### config.mk
export PLATFORM = sky130hd
export DESIGN_NAME = image_buffer
export DESIGN_NICKNAME = d
export VERILOG_FILES = /design/src/logic/cnn_pkg.sv /design/src/logic/image_buffer.sv
export SDC_FILE = /design/constraint.sdc
export NUM_CORES = 2
export LEC_CHECK = 0
export BUFFER_PORTS_ARGS = -buffer_cell sky130_fd_sc_hd__clkbuf_2
export CAP_MARGIN = 20
export CORE_MARGIN = 2
export CORE_UTILIZATION = 50
export DETAILED_ROUTE_END_ITERATION = 10
export PLACE_DENSITY = 0.65
export SLEW_MARGIN = 40
export SYNTH_ARGS = -nofsm -noshare
export SYNTH_HDL_FRONTEND = slang
export SYNTH_SLANG_ARGS = --single-unit
### constraint.sdc
create_clock -name clk -period 8 [get_ports clk]
set_input_delay 2.4 -clock clk [delete_from_list [all_inputs] [get_ports clk]]
set_output_delay 2.4 -clock clk [all_outputs]
set_load 0.005 [all_outputs]
### src/logic/cnn_pkg.sv
`default_nettype none

package cnn_pkg;

	// --------------------------------------------------
	// Sizes
	// --------------------------------------------------
	localparam int MAX_DIM   = 16;   // Largest width or height
	localparam int DIM_W     = 5;
	localparam int IMG_DEPTH = 256;  // MAX_DIM squared
	localparam int IMG_AW    = 8;
	localparam int PIX_W     = 8;
	localparam int N_KERN    = 4;
	localparam int N_TAPS    = 9;    // 3x3 window
	localparam int TAP_W     = 4;
	localparam int BIAS_W    = 16;
	localparam int ACC_W     = 32;
	localparam int REG_AW    = 6;
	localparam int DATA_W    = 32;

	// --------------------------------------------------
	// Register map, word addresses
	// --------------------------------------------------
	localparam logic [REG_AW-1:0] REG_DIM         = 6'd0;  // Width 4:0, height 20:16
	localparam logic [REG_AW-1:0] REG_LAYER_CFG   = 6'd1;  // Act 3, bias shift 12:8, act shift 15:13
	localparam logic [REG_AW-1:0] REG_START       = 6'd2;
	localparam logic [REG_AW-1:0] REG_DONE        = 6'd3;
	localparam logic [REG_AW-1:0] REG_IMG_INDEX   = 6'd4;
	localparam logic [REG_AW-1:0] REG_IMG_DATA    = 6'd5;  // Index auto-increments
	localparam logic [REG_AW-1:0] REG_BIAS_BASE   = 6'd8;  // One per kernel
	localparam logic [REG_AW-1:0] REG_WEIGHT_BASE = 6'd16; // One per tap, byte k for kernel k

	// Shift defaults after reset
	localparam logic [4:0] RESET_BIAS_SHIFT = 5'd9;
	localparam logic [2:0] RESET_ACT_SHIFT  = 3'd7;

	// Activation select
	typedef enum logic {
		ACT_RELU   = 1'b0,  // Clamp to 0..255
		ACT_LINEAR = 1'b1   // Clamp to -128..127
	} act_e;

	// Layer sequencer
	typedef enum logic [1:0] {
		SEQ_IDLE,
		SEQ_RUN,
		SEQ_DRAIN
	} seq_state_e;

	// Four-phase host handshake
	typedef enum logic [1:0] {
		BUS_IDLE,
		BUS_ACK,
		BUS_WAIT_DROP
	} bus_state_e;

endpackage

`default_nettype wire

### src/logic/image_buffer.sv
`timescale 1ns/1ps
`default_nettype none

module image_buffer import cnn_pkg::*; (
	input  wire logic              clk,
	input  wire logic              we_i,
	input  wire logic [IMG_AW-1:0] waddr_i,
	input  wire logic [PIX_W-1:0]  wdata_i,
	input  wire logic [IMG_AW-1:0] raddr_i,
	output      logic [PIX_W-1:0]  rdata_o
);

	// Row-major image, index = row * width + col
	logic [PIX_W-1:0] mem [IMG_DEPTH];

	always_ff @(posedge clk) begin
		if (we_i) begin
			mem[waddr_i] <= wdata_i;
		end
	end

	// Registered read, one cycle behind the address
	always_ff @(posedge clk) begin
		rdata_o <= mem[raddr_i];
	end

endmodule

`default_nettype wire

==> impl_summary.log <==
INFO  metric cts.sink_count = 2,056
INFO  metric grt_use_met3 = between 5 and 6%
INFO  metric synth_largest_area_cell = edfxtp_1
INFO  metric synth-edff-count = between 2k and 2.5k
INFO  metric ctsHoldBuffers = 0
INFO  metric grt_pass1_vias = approximately 38k
INFO  metric status = complete, no violations
INFO  metric clock.fmax = approximately 0.19 GHz
INFO  metric grt_util_met1 = a little over a third
INFO  metric grt_setup_unrepaired = no
INFO  metric criticalPathCategory = primary input to flip-flop
INFO  metric die_h = between 400 and 500 um
INFO  metric drive_above_1_share = between 20 and 30%
INFO  metric max-clock-path-buffers = 3
INFO  metric setup.worst_path.start = raddr_i[2]
INFO  metric finalCriticalPeriod = roughly 5.3 ns
INFO  metric placement_row_count = between 100 and 150
INFO  metric detail_route.drc_violations = 0
INFO  metric p_leak = 27.18 nW
INFO  metric yosysWarnings = 0
INFO  metric avgSynthCellArea = roughly 21 um2
INFO  metric drv.max_cap_violation_count = 0
INFO  metric number_of_antenna_violations_at_the_first_check_in_global_routing = 10
INFO  metric worstSetupStartpointType = primary input
INFO  metric crit_fanout = 37
INFO  metric cp_cell_sequence = buf_4, clkinv_1, buf_4, mux4_2, nor2_1, a2111oi_1, nor3_2, nor4_2
INFO  metric route.detailed.wl_per_inst = around 32 um
INFO  metric overflow_left_after_global_routing = 0
INFO  metric netlist-cell-type-count = between 50 and 60
INFO  metric detailedRoute.firstIterationViolations = 4,558
INFO  metric synthCells = between 3k and 4k
INFO  metric slack_of_the_worst_reg_to_reg_path = 5.37 ns
INFO  metric port_buffers = 33
INFO  metric max-slew-margin-rel = between 30% and 40%
INFO  metric post_cts_resized = 0
INFO  metric critical_path.endpoint_type = flip-flop
INFO  metric worst_hold_startpoint = mem[4][3]
INFO  metric mappedNetlistArea = just under 0.08 mm2
INFO  metric post_cts.repair.setup_buffers = 0
INFO  metric timing.hold.worst_path_depth = 5
INFO  metric worst_ep_required_time = between 8 and 9 ns
INFO  metric grt_pass1_wl = around 280,000 um
INFO  metric timing.final.setup_violations = 0
INFO  metric netlist_top_cells_area = edfxtp_1, mux4_2, mux2i_1
INFO  metric cts-root-buf = clkbuf_16
INFO  metric crit-reg2reg-capture = rdata_o[4]
INFO  metric synth.cells.most_frequent = edfxtp_1, mux4_2, nor2_1
INFO  metric post_drt_via_cell_ratio = 6.373
INFO  metric ant_nets = 0
INFO  metric cp_slowest_stage_delay = about 0.8 ns
INFO  metric dpl.hpwl = approximately 120,000 um
INFO  metric totalWireLength = ~190,000 um
INFO  metric detailedRoute.firstPassIterationCount = 7
INFO  metric dominant_cell_by_count_in_the_synthesized_netlist = edfxtp_1
INFO  metric timing.hold.worst.class = flip-flop to flip-flop
INFO  metric core = around 0.16 mm2
INFO  metric final_hold_viol_count = 0
INFO  metric seq_area_frac_synth = 77.50%
INFO  metric cts-htree-levels = 4
INFO  metric timing.critical_path.slowest_stage_cell = clkinv_1
INFO  metric critical_path.top_delay_family = buffers and inverters
INFO  metric start_util = 50.29%
INFO  metric synth.net_count = around 3.8k
INFO  metric gpl.final_weighted_congestion = ~0.84
INFO  metric critical_path_buf_inv_count = 3
INFO  metric fill_cells = roughly 12k
INFO  metric synth_largest_type_area_fraction = between 70% and 80%
INFO  metric endpoint = rdata_o[2]
INFO  metric grt_util_met2 = between 30% and 40%
INFO  metric area_growth = 11.84%
INFO  metric synth_top_flop_cell = edfxtp_1
INFO  metric cts_made_buffers = 200
INFO  metric peakVddDrop = approximately 230 uV
INFO  metric post-route-period-util = between 60 and 70%
INFO  metric floorplan.die_area = between 0.15 and 0.2 mm2
INFO  metric chip_width = 402.9 um
INFO  metric clk_pin_slew = around 0.060 ns
INFO  metric reg2reg_from = mem[82][4]
INFO  metric worst-r2r-cell-count = 5
INFO  metric number_of_synthesized_register_bits = between 2k and 2.5k
INFO  metric dr_total_vias = between 30k and 40k
INFO  metric fin_setup_tns = 0 ns
INFO  metric finalNetCount = 3,857
INFO  metric cp.depth = 8
INFO  metric worst-endpoint-arrival = around 6.0 ns
INFO  metric later_pin_clock_latency_in_the_skew_report = 0.83 ns
INFO  metric worstMarginPinSlew = 0.9133 ns
INFO  metric num_io_pins = 34
INFO  metric grt-busiest-layer = met2
INFO  metric aggregate_global_route_resource_usage = a little under a quarter
INFO  metric finalMaxSlewViolations = 0
INFO  metric worst_path_most_repeated_cell = buf_4
INFO  metric tritoncts_clock_tree = built
INFO  metric final.setup_skew = 0.03520 ns
INFO  metric p_per_area = 250.5 mW/mm2
INFO  metric ys_async_sr_fraction = 0%
INFO  metric final_core_util = a little under three fifths
INFO  metric grt_start_max_net_pins = between 100 and 150
power by group:
part,internal (W),switching (W),total (W),leakage (nW)
registers,0.0119,0.0000211,0.0119,18.5
logic,0.000364,0.000702,0.00107,5.56
clock network,0.00532,0.00401,0.00933,3.16
flip-flops by register name, indices dropped and copies added, names as in the netlist:
register / count
rdata_o: 8
mem: 2048
final cells by class:
class                           count  area, um2  share of cell area [%]
Clock buffer                      246       5261                   5.913
Multi-Input combinational cell   1442      16910                   19.01
Timing Repair Buffer              129       1321                   1.485
Clock inverter                    124       1215                   1.365
Tap cell                         2072       2592                   2.914
Sequential cell                  2056      61660                   69.30
Antenna cell                        4      10.01                 0.01125
Inverter                            2      7.507                0.008437
per-stage QoR:
step	cells	cell area, um2	setup WS [ns]	total power (W)	hold slack (ns)
2_1_floorplan	3733	79560	3.662	0.01269	0.7699
3_3_place_gp	5692	81880	1.589	0.01316	1.111
3_5_place_dp	5697	82220	1.934	0.01319	1.103
4_1_cts	6067	88700	2.795	0.02241	1.123
5_1_grt	6072	88970	2.702	0.02286	1.193
6_report	6075	88980	2.725	0.02229	1.120
logic make-up after synthesis:
| logic type | share of synthesized area [%] |
|---|---|
| flops | 77.50 |
| mux | 14.62 |
| simple gates | 2.628 |
| compound gates | 3.419 |
| buf+inv | 1.831 |
layout by cell type (no fill, tap or decap), types with 20 or more instances in the layout:
master | netlist | layout
a21oi_1 | 96 | 95
a22oi_1 | 133 | 133
buf_4 | 27 | 68
bufinv_16 | 0 | 20
clkbuf_1 | 111 | 41
clkbuf_16 | 0 | 203
clkbuf_2 | 0 | 21
clkinv_1 | 1 | 55
clkinv_2 | 0 | 32
edfxtp_1 | 2048 | 2048
mux2i_1 | 134 | 134
mux4_2 | 454 | 454
nand2_1 | 33 | 28
nand3_1 | 34 | 28
nor2_1 | 282 | 164
nor2_2 | 0 | 115
nor2b_1 | 31 | 28
nor3_1 | 22 | 21
o221ai_1 | 46 | 46
o22ai_1 | 28 | 28
layer usage:
metal / up-vias / wire, um
met5: - / 43
met4: 6 / 5848
met3: 306 / 17610
met2: 1908 / 90300
met1: 20590 / 78170
li1: 15910 / -
worst min path at each step:
stage,endpoint
global route,rdata_o[7]
global placement,rdata_o[4]
finish,rdata_o[3]
CTS,rdata_o[5]
detailed placement,rdata_o[5]
floorplan,rdata_o[3]
tightest hold or removal path, delay by kind of cell, from the launching register on:
family	cells	cell delay [ns]
DFF	1	0.32
and+or+nand+nor	1	0.17
muxes	1	0.22
AOI/OAI and AO/OA	3	0.35
No activity file was read; power rests on OpenSTA's default activity.
