--- src/logic/cnn_pkg.sv ---
`default_nettype none

package cnn_pkg;

	// --------------------------------------------------
	// Sizes
	// --------------------------------------------------
	localparam int MAX_DIM   = 16;   // Largest width or height
	localparam int DIM_W     = 5;
	localparam int IMG_DEPTH = 256;  // MAX_DIM squared
	localparam int IMG_AW    = 8;
	localparam int PIX_W     = 8;
	localparam int N_KERN    = 4;
	localparam int N_TAPS    = 9;    // 3x3 window
	localparam int TAP_W     = 4;
	localparam int BIAS_W    = 16;
	localparam int ACC_W     = 32;
	localparam int REG_AW    = 6;
	localparam int DATA_W    = 32;

	// --------------------------------------------------
	// Register map, word addresses
	// --------------------------------------------------
	localparam logic [REG_AW-1:0] REG_DIM         = 6'd0;  // Width 4:0, height 20:16
	localparam logic [REG_AW-1:0] REG_LAYER_CFG   = 6'd1;  // Act 3, bias shift 12:8, act shift 15:13
	localparam logic [REG_AW-1:0] REG_START       = 6'd2;
	localparam logic [REG_AW-1:0] REG_DONE        = 6'd3;
	localparam logic [REG_AW-1:0] REG_IMG_INDEX   = 6'd4;
	localparam logic [REG_AW-1:0] REG_IMG_DATA    = 6'd5;  // Index auto-increments
	localparam logic [REG_AW-1:0] REG_BIAS_BASE   = 6'd8;  // One per kernel
	localparam logic [REG_AW-1:0] REG_WEIGHT_BASE = 6'd16; // One per tap, byte k for kernel k

	// Shift defaults after reset
	localparam logic [4:0] RESET_BIAS_SHIFT = 5'd9;
	localparam logic [2:0] RESET_ACT_SHIFT  = 3'd7;

	// Activation select
	typedef enum logic {
		ACT_RELU   = 1'b0,  // Clamp to 0..255
		ACT_LINEAR = 1'b1   // Clamp to -128..127
	} act_e;

	// Layer sequencer
	typedef enum logic [1:0] {
		SEQ_IDLE,
		SEQ_RUN,
		SEQ_DRAIN
	} seq_state_e;

	// Four-phase host handshake
	typedef enum logic [1:0] {
		BUS_IDLE,
		BUS_ACK,
		BUS_WAIT_DROP
	} bus_state_e;

endpackage

`default_nettype wire

--- src/logic/frame_sequencer.sv ---
`timescale 1ns/1ps
`default_nettype none

module frame_sequencer import cnn_pkg::*; (
	input  wire logic              clk,
	input  wire logic              rstn,
	input  wire logic              start_i,
	input  wire logic [DIM_W-1:0]  width_i,
	input  wire logic [DIM_W-1:0]  height_i,
	output      logic [IMG_AW-1:0] raddr_o,
	output      logic              pad_o,
	output      logic              tap_first_o,
	output      logic              tap_last_o,
	output      logic              layer_done_o
);

	seq_state_e       state_q;
	logic [DIM_W-1:0] row_q;
	logic [DIM_W-1:0] col_q;
	logic [TAP_W-1:0] tap_q;
	logic [1:0]       tr;     // Window row 0..2
	logic [1:0]       tc;     // Window column 0..2
	logic [DIM_W:0]   nr_p1;  // Neighbour row plus one
	logic [DIM_W:0]   nc_p1;
	logic             pad;
	logic             run;

	assign run = (state_q == SEQ_RUN);

	// --------------------------------------------------
	// Neighbour address for the current tap
	// --------------------------------------------------
	always_comb begin
		tr    = (tap_q >= TAP_W'(6)) ? 2'd2 : (tap_q >= TAP_W'(3)) ? 2'd1 : 2'd0;
		tc    = 2'(tap_q - TAP_W'(3) * TAP_W'(tr));
		nr_p1 = {1'b0, row_q} + {{(DIM_W-1){1'b0}}, tr};
		nc_p1 = {1'b0, col_q} + {{(DIM_W-1){1'b0}}, tc};
		// Outside the image on any side
		pad   = (nr_p1 == '0) || (nr_p1 > {1'b0, height_i}) ||
		        (nc_p1 == '0) || (nc_p1 > {1'b0, width_i});
	end

	// Address is junk on padded taps, the kernel zeroes those
	assign raddr_o = IMG_AW'(nr_p1 - 1'b1) * IMG_AW'(width_i) + IMG_AW'(nc_p1 - 1'b1);

	// --------------------------------------------------
	// Layer FSM and counters
	// --------------------------------------------------
	always_ff @(posedge clk or negedge rstn) begin
		if (!rstn) begin
			state_q      <= SEQ_IDLE;
			row_q        <= '0;
			col_q        <= '0;
			tap_q        <= '0;
			layer_done_o <= 1'b0;
		end else begin
			case (state_q)
				SEQ_IDLE: begin
					if (start_i) begin
						state_q      <= SEQ_RUN;
						row_q        <= '0;
						col_q        <= '0;
						tap_q        <= '0;
						layer_done_o <= 1'b0;
					end
				end
				SEQ_RUN: begin
					if (tap_q == TAP_W'(N_TAPS-1)) begin
						tap_q <= '0;
						if (col_q == width_i - 1'b1) begin
							col_q <= '0;
							if (row_q == height_i - 1'b1) begin
								row_q   <= '0;
								state_q <= SEQ_DRAIN;  // Last tap of last pixel issued
							end else begin
								row_q <= row_q + 1'b1;
							end
						end else begin
							col_q <= col_q + 1'b1;
						end
					end else begin
						tap_q <= tap_q + 1'b1;
					end
				end
				SEQ_DRAIN: begin
					// Final output leaves the kernels on this edge
					state_q      <= SEQ_IDLE;
					layer_done_o <= 1'b1;
				end
				default: state_q <= SEQ_IDLE;
			endcase
		end
	end

	// Strobes follow the pixel through the buffer read
	always_ff @(posedge clk or negedge rstn) begin
		if (!rstn) begin
			pad_o       <= 1'b0;
			tap_first_o <= 1'b0;
			tap_last_o  <= 1'b0;
		end else begin
			pad_o       <= run && pad;
			tap_first_o <= run && (tap_q == '0);
			tap_last_o  <= run && (tap_q == TAP_W'(N_TAPS-1));
		end
	end

	a_tap_range: assert property (@(posedge clk) disable iff (!rstn)
		tap_q < TAP_W'(N_TAPS));

endmodule

`default_nettype wire

--- config.mk ---
export PLATFORM = sky130hd
export DESIGN_NAME = frame_sequencer
export DESIGN_NICKNAME = d
export VERILOG_FILES = /design/src/logic/cnn_pkg.sv /design/src/logic/frame_sequencer.sv
export SDC_FILE = /design/constraint.sdc
export NUM_CORES = 1
export LEC_CHECK = 0
export ABC_AREA = 1
export BUFFER_PORTS_ARGS = -buffer_cell sky130_fd_sc_hd__buf_2
export CAP_MARGIN = 20
export CORE_MARGIN = 4
export CORE_UTILIZATION = 40
export DETAILED_ROUTE_END_ITERATION = 6
export GPL_TIMING_DRIVEN = 1
export HOLD_SLACK_MARGIN = 0.02
export PLACE_DENSITY = 0.56
export SLEW_MARGIN = 5
export SYNTH_ARGS = -nofsm -noshare
export SYNTH_HDL_FRONTEND = slang
export SYNTH_SLANG_ARGS = --single-unit
--- constraint.sdc ---
create_clock -name clk -period 11.5 [get_ports clk]
set_input_delay 0 -clock clk [delete_from_list [all_inputs] [get_ports clk]]
set_output_delay 0 -clock clk [all_outputs]
set_load 0.03 [all_outputs]
==> results of run 1 <==
==> registers in the layout, summed over array words and instances (netlist names) <==
name / cells
col_q: 5
row_q: 5
tap_q: 4
state_q: 2
layer_done_o: 1
pad_o: 1
tap_first_o: 1
tap_last_o: 1
==> cell usage in the layout, fill, tap and decap left out, types with 2 or more instances in the layout <==
cell type,count
o22ai_1,2
inv_2,7
dfrtp_1,20
a21oi_4,2
nand2_1,81
nand2_2,9
nor2_1,38
inv_4,3
inv_1,80
clkbuf_8,3
nand3_1,35
nor2_2,2
xnor2_1,10
xor2_1,18
or2_2,2
o21ai_0,10
o21ai_1,6
fa_1,19
buf_2,24
nor2_4,2
nand3_2,4
ha_1,39
a21oi_1,9
nand4_1,14
nor3_1,2
nand2_4,6
==> cell families (layout without fill, tap and decap cells) <==
group	count (synthesis)	after routing	synth area share (%)
adder cells (fa/ha/maj)	58	58	27.3
XOR/XNOR	28	28	7.71
AO/OA/AOI/OAI	34	34	6.53
AND/OR/NAND/NOR	199	199	30.4
buffers and inverters	96	119	12.3
flip-flops	20	20	15.7
==> through the flow <==
step	setup WS, ns	utilization, %	cell area (um^2)
6_report	4.82	44.5	3440
5_1_grt	4.15	44.5	3440
4_1_cts	4.74	44.5	3440
3_5_place_dp	5.04	43.8	3390
3_3_place_gp	5.25	43.8	3390
2_1_floorplan	5.60	-	3180
==> layer usage <==
| metal | vias up | share of wire, % |
|---|---|---|
| li1 | 1423 | - |
| met1 | 1231 | 50 |
| met2 | 22 | 47 |
| met3 | 9 | 2.1 |
| met4 | 0 | 1.5 |
| met5 | - | 0 |
==> cells in the mapped netlist (2+ instances only) <==
cell type and n:
nand3_1 35, o22ai_1 2, buf_6 2, nor2_1 38
o21ai_1 6, buf_2 2, dfrtp_1 20, nand2_1 81
nand3_2 4, or2_2 2, inv_1 80, xnor2_1 10
xor2_1 18, nor2_4 2, a21oi_4 2, nand2_2 9
ha_1 39, nand2_4 6, fa_1 19, inv_4 3
o21ai_0 10, a21oi_1 9, nand4_1 14, inv_2 7
nor3_1 2, nor2_2 2
==> worst max-delay path: cells and delay by family, from the launching register on <==
family,cells,cell delay (ns)
simple gates,16,1.29
buf+inv,7,0.54
xor+xnor,3,0.47
compound gates,1,0.51
flops,1,0.48
fa+ha+maj,8,3.15
==> cell type report <==
class	count	area, um^2
fillers	787	4290
multi-input cells	319	2290
flip-flops and latches	20	500
inverters	91	350
repair buffers	25	130
well taps	102	128
clock buffers	3	41.3
==> worst max path at each step <==
stage / from / endpoint / slack (ns) / depth (start not counted)
detailed placement: tap_q[1] / raddr_o[7] / 5.04 / 35
floorplan: tap_q[0] / raddr_o[7] / 5.60 / 35
global route: tap_q[0] / raddr_o[7] / 4.15 / 39
global placement: tap_q[0] / raddr_o[7] / 5.25 / 34
CTS: tap_q[1] / raddr_o[7] / 4.74 / 33
finish: tap_q[1] / raddr_o[7] / 4.82 / 35
==> timing repair <==
action | in CTS | in global routing
endpoints found under the setup margin | 0 | 0
hold buffers | 1 | 0
hold endpoints to repair | 20 | 0
==> flow_summary.yaml, run 1 <==
sta:
  fin_worst_skew_ns: 0.00393
  holdWs_ns: 0.153
  maxSlewHeadroom_pct: 58.4
  final_hold_viol_count: 0
  slew_violations: 0
  max_freq_mhz: 150
  rsz0062_at_grt: "false"
  finalSetupViolations: 0
  period_share_pct: 58.1
  finalCriticalPeriod_ns: 6.68
  worstMarginPinSlew_ns: 0.618
  fin_setup_tns_ns: 0
global_routing:
  antenna_found_initial: 0
  globalRouteMet2Util_pct: 25.8
  gr-total-overflow: 0
  grt_max_degree: 21
  grt_usage_pct: 15.2
  grtUsageMet3_pct: 1.51
  grt_pass1_vias: 2636
  use_met1_pct: 20.8
  grt_pass1_wl_mm: 12.1
  top_usage_layer: "met2"
critical_path:
  worstRegToRegCells: 23
  cpPeakStageDelay_ns: 0.61
  worst_ep_arrival_time_ns: 6.68
  crit_top_cell: "nand2_1"
  worst_setup_path_start_kind: "register"
  r2r-end: "pad_o"
  worstSetupEndpointType: "output pin"
  crit_type: "reg -> out"
  crit_slowest_cell: "fa_1"
  required_ns: 11.50
  path_max_fanout: 7
  r2r-start: "tap_q[1]"
  r2r_slack_ns: 7.37
synth:
  synth.distinct_cells: 37
  netlist_instances: 435
  async_reset_ff_share_pct: 100
  synth_top_cell_area_share_pct: 15.7
  synth-seq-cells: 20
  avgSynthCellArea_um2: 7.31
  synth_area_um2: 3180
  yosys_warnings: 0
  synth_top_area_cell: "dfrtp_1"
  ys_top_cells_by_area: "dfrtp_1 16%, ha_1 15%, fa_1 12%"
  syn-num-nets: 506
  synth_edf_count: 0
  synthFlopType: "dfrtp_1"
  ys_seq_area_share_pct: 15.7
layout:
  area_growth_pct: 8.14
  antenna_cells: 0
  final_cells: 560
  nNetsFinal: 531
  drive_above_1_share_pct: 14.8
status:
  outcome: "finished, final reports clean"
placement:
  dpl.cell_count: 556
  place_hpwl_mm: 5.89
  io_buffers: 24
  gp_congestion: 0.846
cts:
  cts.path.max_buffers: 2
  cts-root-buf: "clkbuf_8"
  cts.sinks: 20
  cts-buffers-inserted: 3
  clk_pin_slew_ns: 0.07
  cts_tree: "yes"
  post_cts_buffers: 0
  clock_latency_ns: 0.26
  htreeDepth: 1
  ctsResizeCount: 0
min_path:
  min_path_type: "in -> reg"
  worstHoldStart: "start_i"
  whs_path_depth: 5
  hold-path-endpoint: "state_q[1]"
routing:
  ant_nets: 0
  wl_per_cell_um: 12.2
  vias_per_cell: 4.79
  detail_route.iter0.violations: 111
  firstDrtPassIters: 6
  drcViolationCount: 0
  vias: 2685
  wl_mm: 6.82
floorplan:
  row_count: 32
  die_y_um: 97.2
  ios: 25
  die_x_um: 97.2
  core_um2: 7730
  start_util_pct: 41.2
  dieArea_um2: 9440
job:
  drv_cap: 0
Power of run 1 is left out: the tool's default activity adds up to more than one toggle a clock period on the data nets, which glitch-free logic cannot reach.
==> run 2, diff against run 1 <==
==> constraint.sdc (replaced) <==
create_clock -name clk -period 6.4 [get_ports clk]
set_input_delay 0 -clock clk [delete_from_list [all_inputs] [get_ports clk]]
set_output_delay 0 -clock clk [all_outputs]
set_load 0.03 [all_outputs]
==> flow_summary.yaml, run 2 (synthesized netlist as in run 1, its figures left out) <==
status:
  outcome: "finished, final reports clean"
layout:
  nNetsFinal: 546
  drive_above_1_share_pct: 25.5
  fillCellCount: 774
  area_growth_pct: 18.3
  final_common_cell: "nand2_1"
  final_cell_mix: "75 x nand2_1, 71 x inv_1, 34 x nor2_1, 32 x ha_1, 31 x nand3_1"
  antenna_cells: 0
  reg_top3: "col_q (5), row_q (5), tap_q (4)"
critical_path:
  required_ns: 6.40
  worst_ep_arrival_time_ns: 6.18
  cpPeakStageDelay_ns: 0.61
  crit_type: "reg -> out"
  worstSetupEndpointType: "output pin"
  crit_slowest_cell: "fa_2"
  path_max_fanout: 5
  worst_setup_path_start_kind: "register"
routing:
  vias_per_cell: 4.83
  firstDrtPassIters: 4
  vias: 2781
  detail_route.iter0.violations: 61
  wl_per_cell_um: 12.6
  drcViolationCount: 0
  wl_mm: 7.24
  ant_nets: 0
global_routing:
  grt_pass1_vias: 2828
  antenna_found_initial: 0
  grt_usage_pct: 15.8
  grt_pass1_wl_mm: 12.6
  grt_max_degree: 21
  gr-total-overflow: 0
floorplan:
  dieArea_um2: 9440
  ios: 25
  die_x_um: 97.2
  row_count: 32
  start_util_pct: 41.2
  die_y_um: 97.2
  core_um2: 7730
sta:
  period_share_pct: 96.5
  final_hold_viol_count: 0
  slew_violations: 0
  rsz0062_at_grt: "true"
  max_freq_mhz: 162
  fin_setup_tns_ns: 0
  finalCriticalPeriod_ns: 6.18
  holdWs_ns: 0.126
  worstMarginPinSlew_ns: 0.472
  finalSetupViolations: 0
  fin_worst_skew_ns: 0.00513
  maxSlewHeadroom_pct: 68.5
cts:
  cts.path.max_buffers: 2
  cts.sinks: 20
  htreeDepth: 1
  cts-buffers-inserted: 3
  cts-root-buf: "clkbuf_8"
  cts_tree: "yes"
  clk_pin_slew_ns: 0.08
  clock_latency_ns: 0.26
min_path:
  min_path_type: "in -> reg"
placement:
  place_hpwl_mm: 5.88
  gp_congestion: 0.849
  io_buffers: 24
job:
  drv_cap: 0
[run 2: cell types whose count changed in the layout (fill, tap and decap cells not counted), sizes merged]
cell,change
buf,+15
clkbuf,+1
[run 2: timing repair]
| action | in CTS | in global routing |
|---|---|---|
| hold buffers | 1 | 0 |
| pin swaps | 2 | 35 |
| setup endpoints to repair | 1 | 3 |
| endpoints found under the hold margin | 20 | 0 |
| gates resized for setup | 7 | 44 |
| buffers inserted | 4 | 10 |
[run 2: final timing paths]
kind / start / end / slack, ns / cells after the start
hold reg to reg: layer_done_o / layer_done_o / 0.49 / 2
setup / recovery: tap_q[1] / raddr_o[7] / 0.22 / 35
min in group asynchronous: rstn / layer_done_o / 0.22 / 2
hold / removal: start_i / state_q[1] / 0.13 / 5
setup reg to reg: tap_q[1] / pad_o / 2.58 / 21
max in group asynchronous: rstn / tap_q[2] / 5.82 / 2
[run 2: area by class of cell]
class	instances	area (um^2)	area share, %
multi-input cells	319	2470	65.6
flip-flops and latches	20	503	13.4
inverters	91	350	9.31
repair buffers	40	256	6.82
well taps	102	128	3.39
clock buffers	4	55.1	1.46
[run 2: layer usage]
layer / GRT usage [%] / wire length, um
met1: 20.6 / 3470
met2: 28.2 / 3550
met5: 0 / 0
met3: 1.36 / 168
met4: 3.46 / 57
[run 2: worst max-delay path: cells and delay by family, from the launching register on]
family	cells	cell delay, ns
adder cells (fa/ha/maj)	10	3.55
flip-flops	1	0.44
buffers and inverters	8	0.53
AND/OR/NAND/NOR	16	1.21
XOR/XNOR	1	0.17
[run 2: through the flow]
stage	utilization [%]	cells	setup slack, ns	area (um^2)
detailed placement	43.9	557	0.0340	3400
global route	48.7	576	-0.107	3760
finish	48.7	576	0.223	3760
global placement	43.9	557	0.160	3400
CTS	45.6	566	0.0150	3520
floorplan	-	435	0.498	3180
Power of run 2 is left out for the same reason.
