**src/logic/cnn_pkg.sv**
```systemverilog
`default_nettype none

package cnn_pkg;

	// --------------------------------------------------
	// Sizes
	// --------------------------------------------------
	localparam int MAX_DIM   = 16;   // Largest width or height
	localparam int DIM_W     = 5;
	localparam int IMG_DEPTH = 256;  // MAX_DIM squared
	localparam int IMG_AW    = 8;
	localparam int PIX_W     = 8;
	localparam int N_KERN    = 4;
	localparam int N_TAPS    = 9;    // 3x3 window
	localparam int TAP_W     = 4;
	localparam int BIAS_W    = 16;
	localparam int ACC_W     = 32;
	localparam int REG_AW    = 6;
	localparam int DATA_W    = 32;

	// --------------------------------------------------
	// Register map, word addresses
	// --------------------------------------------------
	localparam logic [REG_AW-1:0] REG_DIM         = 6'd0;  // Width 4:0, height 20:16
	localparam logic [REG_AW-1:0] REG_LAYER_CFG   = 6'd1;  // Act 3, bias shift 12:8, act shift 15:13
	localparam logic [REG_AW-1:0] REG_START       = 6'd2;
	localparam logic [REG_AW-1:0] REG_DONE        = 6'd3;
	localparam logic [REG_AW-1:0] REG_IMG_INDEX   = 6'd4;
	localparam logic [REG_AW-1:0] REG_IMG_DATA    = 6'd5;  // Index auto-increments
	localparam logic [REG_AW-1:0] REG_BIAS_BASE   = 6'd8;  // One per kernel
	localparam logic [REG_AW-1:0] REG_WEIGHT_BASE = 6'd16; // One per tap, byte k for kernel k

	// Shift defaults after reset
	localparam logic [4:0] RESET_BIAS_SHIFT = 5'd9;
	localparam logic [2:0] RESET_ACT_SHIFT  = 3'd7;

	// Activation select
	typedef enum logic {
		ACT_RELU   = 1'b0,  // Clamp to 0..255
		ACT_LINEAR = 1'b1   // Clamp to -128..127
	} act_e;

	// Layer sequencer
	typedef enum logic [1:0] {
		SEQ_IDLE,
		SEQ_RUN,
		SEQ_DRAIN
	} seq_state_e;

	// Four-phase host handshake
	typedef enum logic [1:0] {
		BUS_IDLE,
		BUS_ACK,
		BUS_WAIT_DROP
	} bus_state_e;

endpackage

`default_nettype wire

```
**src/logic/conv_kernel.sv**
```systemverilog
`timescale 1ns/1ps
`default_nettype none

module conv_kernel import cnn_pkg::*; (
	input  wire logic                         clk,
	input  wire logic                         rstn,
	input  wire logic [PIX_W-1:0]             pix_i,
	input  wire logic                         pad_i,
	input  wire logic                         tap_first_i,
	input  wire logic                         tap_last_i,
	input  wire logic [N_TAPS-1:0][PIX_W-1:0] weight_i,
	input  wire logic [BIAS_W-1:0]            bias_i,
	input  wire logic [4:0]                   bias_shift_i,
	input  wire logic [2:0]                   act_shift_i,
	input  wire act_e                         act_type_i,
	output      logic [PIX_W-1:0]             act_o,
	output      logic                         vld_o
);

	logic        [TAP_W-1:0]   tap_cnt_q;  // Next tap, zero when idle
	logic        [TAP_W-1:0]   tap_sel;
	logic signed [PIX_W:0]     pix_s;      // Unsigned pixel, one sign bit added
	logic signed [2*PIX_W:0]   prod;
	logic signed [ACC_W-1:0]   acc_q;
	logic signed [ACC_W-1:0]   acc_nxt;
	logic signed [ACC_W-1:0]   bias_ext;
	logic signed [ACC_W-1:0]   total;
	logic signed [ACC_W-1:0]   scaled;
	logic        [PIX_W-1:0]   act_nxt;

	// --------------------------------------------------
	// MAC
	// --------------------------------------------------
	always_comb begin
		tap_sel = tap_first_i ? '0 : tap_cnt_q;
		pix_s   = pad_i ? '0 : $signed({1'b0, pix_i});
		prod    = pix_s * $signed(weight_i[tap_sel]);
		acc_nxt = (tap_first_i ? '0 : acc_q) + ACC_W'(prod);
	end

	// Bias, rescale and clamp for the last tap
	always_comb begin
		bias_ext = ACC_W'($signed(bias_i)) <<< bias_shift_i;
		total    = acc_nxt + bias_ext;
		scaled   = total >>> act_shift_i;
		if (act_type_i == ACT_RELU) begin
			if (scaled < 0)
				act_nxt = '0;
			else if (scaled > 255)
				act_nxt = 8'hff;
			else
				act_nxt = scaled[PIX_W-1:0];
		end else begin
			if (scaled < -128)
				act_nxt = 8'h80;
			else if (scaled > 127)
				act_nxt = 8'h7f;
			else
				act_nxt = scaled[PIX_W-1:0];  // Two's complement
		end
	end

	always_ff @(posedge clk or negedge rstn) begin
		if (!rstn) begin
			tap_cnt_q <= '0;
			vld_o     <= 1'b0;
		end else begin
			vld_o <= tap_last_i;
			if (tap_first_i)
				tap_cnt_q <= TAP_W'(1);
			else if (tap_last_i)
				tap_cnt_q <= '0;
			else if (tap_cnt_q != '0)
				tap_cnt_q <= tap_cnt_q + 1'b1;
		end
	end

	always_ff @(posedge clk) begin
		acc_q <= acc_nxt;
		if (tap_last_i) begin
			act_o <= act_nxt;
		end
	end

endmodule

`default_nettype wire

```
**config.mk**
```make
export PLATFORM = sky130hd
export DESIGN_NAME = conv_kernel
export DESIGN_NICKNAME = d
export VERILOG_FILES = /design/src/logic/cnn_pkg.sv /design/src/logic/conv_kernel.sv
export SDC_FILE = /design/constraint.sdc
export NUM_CORES = 1
export LEC_CHECK = 0
export BUFFER_PORTS_ARGS = -buffer_cell sky130_fd_sc_hd__buf_2
export CAP_MARGIN = 20
export CELL_PAD_IN_SITES_DETAIL_PLACEMENT = 1
export CELL_PAD_IN_SITES_GLOBAL_PLACEMENT = 2
export CORE_MARGIN = 2
export CORE_UTILIZATION = 37
export CTS_CLUSTER_DIAMETER = 60
export DETAILED_ROUTE_END_ITERATION = 6
export GPL_ROUTABILITY_DRIVEN = 0
export PLACE_DENSITY_LB_ADDON = 0.25
export SETUP_SLACK_MARGIN = 0.05
export SYNTH_ARGS = -nofsm -noshare
export SYNTH_HDL_FRONTEND = slang
export SYNTH_SLANG_ARGS = --single-unit
```
**constraint.sdc**
```tcl
create_clock -name clk -period 14.25 [get_ports clk]
set_input_delay 2.1375 -clock clk [delete_from_list [all_inputs] [get_ports clk]]
set_output_delay 2.1375 -clock clk [all_outputs]
set_load 0.02 [all_outputs]
```
==> impl_metrics.ini, run 1 <==
[outcome]
status = completed

[timing]
setup_ws_ns = 0.787
finalHoldViolCount = 0
fin_tns_setup_ns = 0
setup_viol = 0
fin_worst_skew_ns = 0.0138
rsz0062_at_grt = no
worst_pin_slew_ns = 0.979
period_share_pct = 94.5
fmaxAchievable_mhz = 74.3
slew_headroom_pct = 34.3
slew_viol_final = 0
min_period_ns = 13.46

[cts]
cts_buffers = 5
cts_max_level = 2
numClockSinks = 45
clk_pin_slew_worst_paths_ns = 0.07
hold_buffers = 0
cts_root_buffer = clkbuf_16
cts_tree = yes
clk_latency_ns = 0.32
cts_max_path_buffers = 2

[global_routing]
track_usage_pct = 24.1
grt_start_max_net_pins = 59
antenna_found_initial = 0
grt-ovfl-total = 0
grt_pass1_vias = 11988
grt_pass1_wl_um = 64600

[detailed_routing]
ant_nets = 0
drt-initial-drc-count = 549
avgRoutedWirePerCell_um = 20.3
drcViolationCount = 0
dr.pass1.iters = 5
routed_wl_um = 39600
vias_per_cell = 5.89
vias = 11502

[yosys]
synth_top_cell_area_share_pct = 11.1
yosys.area.top_type = ha_1
syn-num-nets = 1746
synth_area_leaders = ha_1 11%, fa_1 6.7%, dfxtp_1 5.5%
synth.cell_area_um2 = 11600
synth-edff-count = 8
synth_cell_types = 119
ys_seq_elements = 45
yosysSeqAreaShare_pct = 8.64
yosys_warnings = 0
async_flop_share_pct = 11.1
syn_avg_cell_area_um2 = 7.80
synth_commonest_cells = 157 x nor2_1, 117 x a21oi_1, 104 x inv_1, 103 x ha_1, 103 x nand2_1
synth_most_common_cell = nor2_1
syn_inst = 1494
synth-main-ff-cell = dfxtp_1

[floorplanning]
start_util_pct = 37.8
die_w_um = 181
chipHeight_um = 181
core_area_um2 = 30800
rows = 64
boundaryPins = 119
dieArea_um2 = 32900

[critical_path]
endpoint = act_o[1]$_DFFE_PP_
cpMostUsedCell = a21oi_1
worstSetupPathType = input pin to flop
rrSetupSlack_ns = 1.88
rr_endpoint = act_o[1]$_DFFE_PP_
worstRegToRegCells = 52
critPathMaxStageDelay_ns = 0.55
r2r_start = tap_cnt_q[1]$_DFFE_PN0P_
cp.required_ns = 14.29
critical_path.startpoint = tap_first_i
cp-end-kind = flop
cpMaxStageDelayCell = fa_1
crit_path_start_kind = input pin
crit_path_max_fanout = 27
cp.arrival_ns = 13.50

[layout]
stdcell_area_um2 = 12700
multi_input_area_um2 = 9940
seq_area_um2 = 1010
drive_above_1_share_pct = 17.2
layout.cells.non_filler = 1952
fin_nets = 1807
area_growth_pct = 9.23
finish.utilization_pct = 41.3
insertedDiodeCount = 0
fillers = 3822

[worst_hold_path]
hp-class = flop to flop
min_from = acc_q[0]$_DFF_P_

[power_and_ir_drop]
powerDensity_nw_per_um2 = 283
leakage_uw = 0.00558
ir_worst_vdd_mv = 0.132

[place]
place_inst = 1944
dp_hpwl_um = 33000
portBuffers = 118
dp_slack_ns = 0.0892
placed_area_um2 = 12500

[run]
maxCapViolations = 0
[repair_timing]
action                                  4_1_cts  5_1_grt
gates resized for setup                       0       16
buffers inserted                              0        0
endpoints found under the setup margin        0        8
[placed cells by master, fill, tap and decap left out, types with 8 or more instances in the layout]
cell type	n
nor2b_1	46
o2111ai_1	8
nand4_1	12
mux2_2	16
a21o_1	28
nand2_1	103
xor2_1	18
inv_1	103
o211ai_1	23
ha_1	102
dfxtp_1	32
mux2i_1	47
o31ai_1	12
nand2b_1	32
nor2_1	157
buf_2	117
and3_1	9
edfxtp_1	8
fa_1	39
a21oi_1	116
o22ai_1	16
nor3_1	29
a211oi_1	29
buf_4	16
o21ai_0	50
mux4_2	25
or2_2	18
xnor2_1	49
o21bai_1	13
nand3_1	28
o21a_1	9
a31oi_1	15
o21ai_1	15
and2_1	9
[registers in the layout, indices dropped and copies added (netlist names)]
signal / count
tap_cnt_q: 4
act_o: 8
vld_o: 1
acc_q: 32
[through the flow]
step / total power (µW) / hold WS (ns)
2_1_floorplan: 2630 / 0.564
3_3_place_gp: 3370 / 0.597
3_5_place_dp: 3420 / 0.628
4_1_cts: 3580 / 0.645
5_1_grt: 3950 / 0.679
6_report: 3600 / 0.632
[worst min-delay path by stage]
stage	end	slack (ns)	depth (start not counted)
CTS	acc_q[0]$_DFF_P_	0.64	2
global route	acc_q[0]$_DFF_P_	0.68	2
finish	acc_q[0]$_DFF_P_	0.63	2
detailed placement	acc_q[0]$_DFF_P_	0.63	2
global placement	acc_q[0]$_DFF_P_	0.60	2
floorplan	acc_q[0]$_DFF_P_	0.56	2
[routing by layer]
| layer | up-vias | GRT usage, % | wire length, µm |
|---|---|---|---|
| met5 | - | 0 | 0 |
| met4 | 0 | 6.18 | 755 |
| met3 | 37 | 1.97 | 1360 |
| met2 | 232 | 45.1 | 20200 |
| met1 | 5636 | 29.6 | 17300 |
| li1 | 5597 | - | - |
[power by group]
part           switching, µW  internal, µW  total (µW)  leakage, µW
registers               15.0           214         229     0.000410
clock network           58.4          70.0         128    0.0000768
logic                   2000          1240        3240      0.00509
total                   2070          1530        3600      0.00558
[kinds of logic after synthesis]
group                    count (synthesis)  synth area share, %
buffers and inverters                  190                 6.48
AO/OA/AOI/OAI                          446                 27.4
multiplexers                            89                 10.6
flip-flops                              45                 8.64
XOR/XNOR                                80                 7.24
adder cells (fa/ha/maj)                145                 18.0
AND/OR/NAND/NOR                        499                 21.6
[area by class of cell]
cell class              count  area share (%)
inverters                 110            3.25
clock buffers               6            1.09
well taps                 396            3.89
multi-input cells        1259            78.1
repair buffers            134            5.61
clock inverters             2           0.108
flip-flops and latches     45            7.91
[worst max-delay path, delay by kind of cell]
family | cells | cell delay (ns)
adder cells (fa/ha/maj) | 7 | 3.26
buffers and inverters | 8 | 0.99
multiplexers | 1 | 0.47
AND/OR/NAND/NOR | 7 | 1.32
AO/OA/AOI/OAI | 22 | 4.66
XOR/XNOR | 2 | 0.64
Note: power is estimated with default switching activity, not from simulation.
==> inputs of run 2 (changes only) <==
--- a/config.mk
+++ b/config.mk
@@ -5,17 +5,20 @@
 export SDC_FILE = /design/constraint.sdc
 export NUM_CORES = 1
 export LEC_CHECK = 0
+export ABC_AREA = 1
 export BUFFER_PORTS_ARGS = -buffer_cell sky130_fd_sc_hd__buf_2
 export CAP_MARGIN = 20
 export CELL_PAD_IN_SITES_DETAIL_PLACEMENT = 1
 export CELL_PAD_IN_SITES_GLOBAL_PLACEMENT = 2
 export CORE_MARGIN = 2
-export CORE_UTILIZATION = 37
+export CORE_UTILIZATION = 32
 export CTS_CLUSTER_DIAMETER = 60
 export DETAILED_ROUTE_END_ITERATION = 6
 export GPL_ROUTABILITY_DRIVEN = 0
 export PLACE_DENSITY_LB_ADDON = 0.25
+export RECOVER_POWER = 50
 export SETUP_SLACK_MARGIN = 0.05
 export SYNTH_ARGS = -nofsm -noshare
 export SYNTH_HDL_FRONTEND = slang
 export SYNTH_SLANG_ARGS = --single-unit
+export TNS_END_PERCENT = 50
==> run 2 against run 1 <==
Net effect: final area down 1.2%; global-route usage decreased by 0.45 points; hold slack lost 0.026 ns; sequential power barely moved; critical path type unchanged; largest cell class unchanged.
==> impl_metrics.ini, run 2 <==
[outcome]
status = completed

[floorplanning]
boundaryPins = 119
chipHeight_um = 194
start_util_pct = 32.5
core_area_um2 = 35500
dieArea_um2 = 37500
rows = 69
die_w_um = 194

[power_and_ir_drop]
leakage_uw = 0.00704
powerDensity_nw_per_um2 = 266
ir_worst_vdd_mv = 0.0985

[timing]
fmaxAchievable_mhz = 77.5
period_share_pct = 90.6
min_period_ns = 12.90
fin_worst_skew_ns = 0.0144
slew_viol_final = 0
rsz0062_at_grt = no
setup_viol = 0
fin_tns_setup_ns = 0
worst_pin_slew_ns = 0.993
finalHoldViolCount = 0
slew_headroom_pct = 33.5

[yosys]
syn_avg_cell_area_um2 = 5.65
syn-num-nets = 2292
synth-main-ff-cell = dfxtp_1
synth_cell_types = 60
yosysSeqAreaShare_pct = 8.74
synth.cell_area_um2 = 11500
synth-edff-count = 8
syn_inst = 2040
synth_commonest_cells = 646 x nand2_1, 289 x inv_1, 277 x nand3_1, 193 x nor2_1, 103 x ha_1
yosys_warnings = 0
async_flop_share_pct = 11.1
yosys.area.top_type = nand2_1
synth_most_common_cell = nand2_1
synth_top_cell_area_share_pct = 21.1
synth_area_leaders = nand2_1 21%, nand3_1 12%, ha_1 11%
ys_seq_elements = 45

[global_routing]
antenna_found_initial = 0
grt_pass1_vias = 13844
grt_start_max_net_pins = 38
grt-ovfl-total = 0
grt_pass1_wl_um = 72300
track_usage_pct = 23.6

[cts]
clk_latency_ns = 0.31
cts_buffers = 5
cts_max_path_buffers = 2
cts_tree = yes
cts_root_buffer = clkbuf_16
hold_buffers = 0
cts_max_level = 2
clk_pin_slew_worst_paths_ns = 0.06
numClockSinks = 45

[critical_path]
r2r_start = tap_cnt_q[0]$_DFFE_PN0P_
worstSetupPathType = input pin to flop
crit_path_start_kind = input pin
crit_path_max_fanout = 34
cp-end-kind = flop
critical_path.startpoint = tap_first_i
cp.arrival_ns = 12.97
worstRegToRegCells = 62
rrSetupSlack_ns = 2.68
critPathMaxStageDelay_ns = 0.55
cpMostUsedCell = nand2_1
cp.required_ns = 14.32
cpMaxStageDelayCell = fa_1

[run]
maxCapViolations = 0

[layout]
final_common_cell = nand2_1
area_growth_pct = 9.08
final_cell_mix = 646 x nand2_1, 289 x inv_1, 277 x nand3_1, 191 x nor2_1, 107 x buf_2
largest_reg_flops = 32
layout.cells.non_filler = 2576
drive_above_1_share_pct = 10.1
fillers = 4933
regMostFlops = acc_q
insertedDiodeCount = 0
largestRegisters = acc_q (32), act_o (8), tap_cnt_q (4)
multi_input_area_um2 = 9080
stdcell_area_um2 = 12600
seq_area_um2 = 1010
fin_nets = 2367

[place]
dp_hpwl_um = 38100
place_inst = 2569
placed_area_um2 = 12400
portBuffers = 118

[worst_hold_path]
min_from = acc_q[0]$_DFF_P_
hold_depth = 3
hp-class = flop to flop

[detailed_routing]
vias_per_cell = 5.10
avgRoutedWirePerCell_um = 17.0
vias = 13139
wl_met3_um = 1280
ant_nets = 0
drt-initial-drc-count = 603
dr.pass1.iters = 6
highest_layer = met4
met1Wirelength_um = 20000
routed_wl_um = 43900
drcViolationCount = 0
met2_length_um = 21500
==> run 2: metrics by stage <==
stage	setup slack [ns]	power, µW	utilization [%]	hold slack, ns
after detailed placement	0.890	3240	35.1	0.602
after global routing	0.0751	3790	35.4	0.641
after CTS	1.20	3380	35.4	0.616
final	1.35	3340	35.4	0.606
after floorplan	3.07	2420	-	0.527
after global placement	1.22	3190	35.1	0.571
==> run 2: timing repair <==
item	in CTS	in global routing
endpoints found under the setup margin	0	7
setup buffers	0	0
resized for setup	0	2
==> run 2: cells by family (layout without fill, tap and decap cells) <==
family                     after synthesis  count (layout)  share of synthesized area, %
adders and majority gates              142             142                          18.0
and+or+nand+nor                       1253            1253                          47.7
DFF                                     45              45                          8.74
buffers and inverters                  359             434                          12.4
muxes                                    1               1                        0.0869
xor gates and xnor gates                45              45                          3.42
AOI/OAI and AO/OA                      195             195                          9.60
==> run 2: final cells by class <==
type	instances	area share [%]
sequential	45	8.01
timing repair buffer	122	4.83
multi-input combinational	1636	72.3
tap	461	4.59
clock inverter	1	0.0398
clock buffer	6	1.03
inverter	305	9.20
==> run 2: per-layer routing <==
metal,vias to the layer above,global-route usage (%)
li1,6668,-
met1,6207,29.4
met5,-,0
met3,44,1.95
met2,220,43.4
met4,0,6.67
==> run 2: final timing paths <==
check / end
worst max-delay path: act_o[7]$_DFFE_PP_
worst min-delay path: acc_q[0]$_DFF_P_
worst max register to register: act_o[7]$_DFFE_PP_
worst min register to register: acc_q[0]$_DFF_P_
max in group asynchronous: tap_cnt_q[0]$_DFFE_PN0P_
min in group asynchronous: vld_o$_DFF_PN0_
==> run 2: worst max-delay path, delay by kind of cell <==
kind	cells	cell delay, ns
compound gates	7	1.26
xor+xnor	2	0.36
fa+ha+maj	7	2.88
buf+inv	12	1.67
simple gates	38	4.60
==> run 2: report_power, final <==
group,internal [µW],switching (µW),total (µW)
sequential,209,16.3,226
combinational,940,2050,2990
clock,64.0,55.1,119
total,1210,2120,3340
==> inputs of run 3 (changes only) <==
--- a/config.mk
+++ b/config.mk
@@ -10,6 +10,7 @@
 export CAP_MARGIN = 20
 export CELL_PAD_IN_SITES_DETAIL_PLACEMENT = 1
 export CELL_PAD_IN_SITES_GLOBAL_PLACEMENT = 2
+export CORE_ASPECT_RATIO = 0.7
 export CORE_MARGIN = 2
 export CORE_UTILIZATION = 32
 export CTS_CLUSTER_DIAMETER = 60
==> run 3 against run 2 <==
Net effect: the run now ends with capacitance limit, slew limit left; routed wire length up 4.1%; largest power group unchanged; total power is 2.8% higher; die area about the same; critical path depth decreased by 5; combinational power up 3%; clock power grew 8%; hold slack lost 0.018 ns; setup slack improved by 0.084 ns; non-clock buffer count up 3; critical path type unchanged; final cell count is 1.0% higher; clock-buffer cell count fell by 1.
==> impl_metrics.ini, run 3 (synthesis gave the netlist of run 2 again) <==
[floorplanning]
rows = 58
core_area_um2 = 35700
dieArea_um2 = 37500
start_util_pct = 32.3
die_w_um = 231
boundaryPins = 119
chipHeight_um = 163

[critical_path]
cp-end-kind = flop
worstRegToRegCells = 61
critPathMaxStageDelay_ns = 0.55
cpMostUsedCell = nand2_1
cp.arrival_ns = 12.89
cpMaxStageDelayCell = fa_1
worstSetupPathType = input pin to flop
rrSetupSlack_ns = 2.43
rr_endpoint = act_o[7]$_DFFE_PP_
crit_path_max_fanout = 24
cp.required_ns = 14.32
crit_path_start_kind = input pin
r2r_start = tap_cnt_q[0]$_DFFE_PN0P_

[layout]
final_common_cell = nand2_1
largest_reg_flops = 32
fillers = 4992
fin_nets = 2370
regMostFlops = acc_q
final_cell_mix = 646 x nand2_1, 289 x inv_1, 277 x nand3_1, 193 x nor2_1, 106 x buf_2
area_growth_pct = 9.52
multi_input_area_um2 = 9080
seq_area_um2 = 1010
largestRegisters = acc_q (32), act_o (8), tap_cnt_q (4)
stdcell_area_um2 = 12600
drive_above_1_share_pct = 10.1

[cts]
cts_max_level = 2
hold_buffers = 0
cts_root_buffer = clkbuf_16
post_cts_resized = 0
clk_latency_ns = 0.31
clk_pin_slew_worst_paths_ns = 0.07
post-cts-setup-buffers = 0
cts_max_path_buffers = 2
cts_buffers = 5
numClockSinks = 45
cts_tree = yes

[detailed_routing]
routed_wl_um = 45700
vias_per_cell = 5.08
drt-initial-drc-count = 921
dr.pass1.iters = 7
vias = 13211
ant_nets = 0
drcViolationCount = 0
avgRoutedWirePerCell_um = 17.5

[power_and_ir_drop]
powerDensity_nw_per_um2 = 272
p_clk_share_pct = 3.7
switchingPower_uw = 2220
leakage_uw = 0.00705
ir_worst_vdd_mv = 0.129
p_seq_share_pct = 6.6
power_uw = 3430
swShare_pct = 64.6
p_int_uw = 1220
pwr-share-comb_pct = 89.6

[timing]
setup_viol = 0
slew_viol_final = 32
fin_worst_skew_ns = 0.00722
finalHoldViolCount = 0
setup_ws_ns = 1.43
rsz0062_at_grt = no
slew_headroom_pct = -17.5
hold_ws_ns = 0.588
min_period_ns = 12.82
period_share_pct = 90.0
fin_tns_setup_ns = 0
fmaxAchievable_mhz = 78.0
worst_pin_slew_ns = 1.76

[worst_hold_path]
holdPathEnd = tap_cnt_q[3]$_DFFE_PN0P_
hp-class = flop to flop
hold_depth = 2
min_from = tap_cnt_q[3]$_DFFE_PN0P_

[place]
dp_slack_ns = 1.31
dp_hpwl_um = 39800
placed_area_um2 = 12500
portBuffers = 118

[outcome]
violations = capacitance limit, slew limit
status = complete, but fails checks

[global_routing]
grt_start_max_net_pins = 38
antenna_found_initial = 3
grt_pass1_vias = 13014
grt-ovfl-total = 0
grt_pass1_wl_um = 72400
track_usage_pct = 24.5

[run]
maxCapViolations = 1
-- run 3: changes by cell type in the layout (fill, tap and decap cells not counted), sizes merged --
cell and delta:
diode +4, inv +1, clkbuf +2, clkinv +1
-- run 3: final cells by class --
cell class,count,area share [%]
inverter,305,9.17
sequential,45,7.98
timing repair buffer,125,4.92
multi-input combinational,1636,72.0
clock buffer,5,0.992
antenna,4,0.0794
clock inverter,3,0.129
tap,480,4.76
-- run 3: worst max path at each step --
stage	start	endpoint	slack, ns	depth (start not counted)
2_1_floorplan	tap_first_i	act_o[7]$_DFFE_PP_	3.07	63
3_3_place_gp	tap_first_i	act_o[7]$_DFFE_PP_	1.65	63
3_5_place_dp	tap_first_i	act_o[7]$_DFFE_PP_	1.31	62
4_1_cts	tap_first_i	act_o[7]$_DFFE_PP_	1.62	62
5_1_grt	tap_first_i	act_o[7]$_DFFE_PP_	0.26	64
6_report	tap_first_i	act_o[7]$_DFFE_PP_	1.43	61
-- run 3: critical path, delay by kind of cell --
| family | cells | cell delay [ns] |
|---|---|---|
| simple gates | 33 | 4.17 |
| buf+inv | 11 | 1.58 |
| fa+ha+maj | 7 | 3.23 |
| xor+xnor | 2 | 0.27 |
| compound gates | 8 | 1.51 |
-- run 3: per-layer routing --
| layer | vias up | share of wire (%) | track usage, % |
|---|---|---|---|
| li1 | 6699 | - | - |
| met1 | 6212 | 55 | 39.0 |
| met2 | 282 | 38 | 34.1 |
| met3 | 18 | 6.3 | 4.88 |
| met4 | 0 | 0.45 | 2.38 |
| met5 | - | 0 | 0 |
-- run 3: metrics by stage --
step	std cells	util [%]
5_1_grt	2599	35.3
3_3_place_gp	2591	35.0
2_1_floorplan	2040	-
4_1_cts	2599	35.4
6_report	2603	35.3
3_5_place_dp	2591	35.0
-- run 3: power by group through the flow --
stage	registers (µW)	clock network, µW	logic, µW
after floorplan	240	0	2180
after global placement	230	0	2980
after detailed placement	230	0	3030
after CTS	227	130	3060
after global routing	232	136	3480
final	228	128	3080
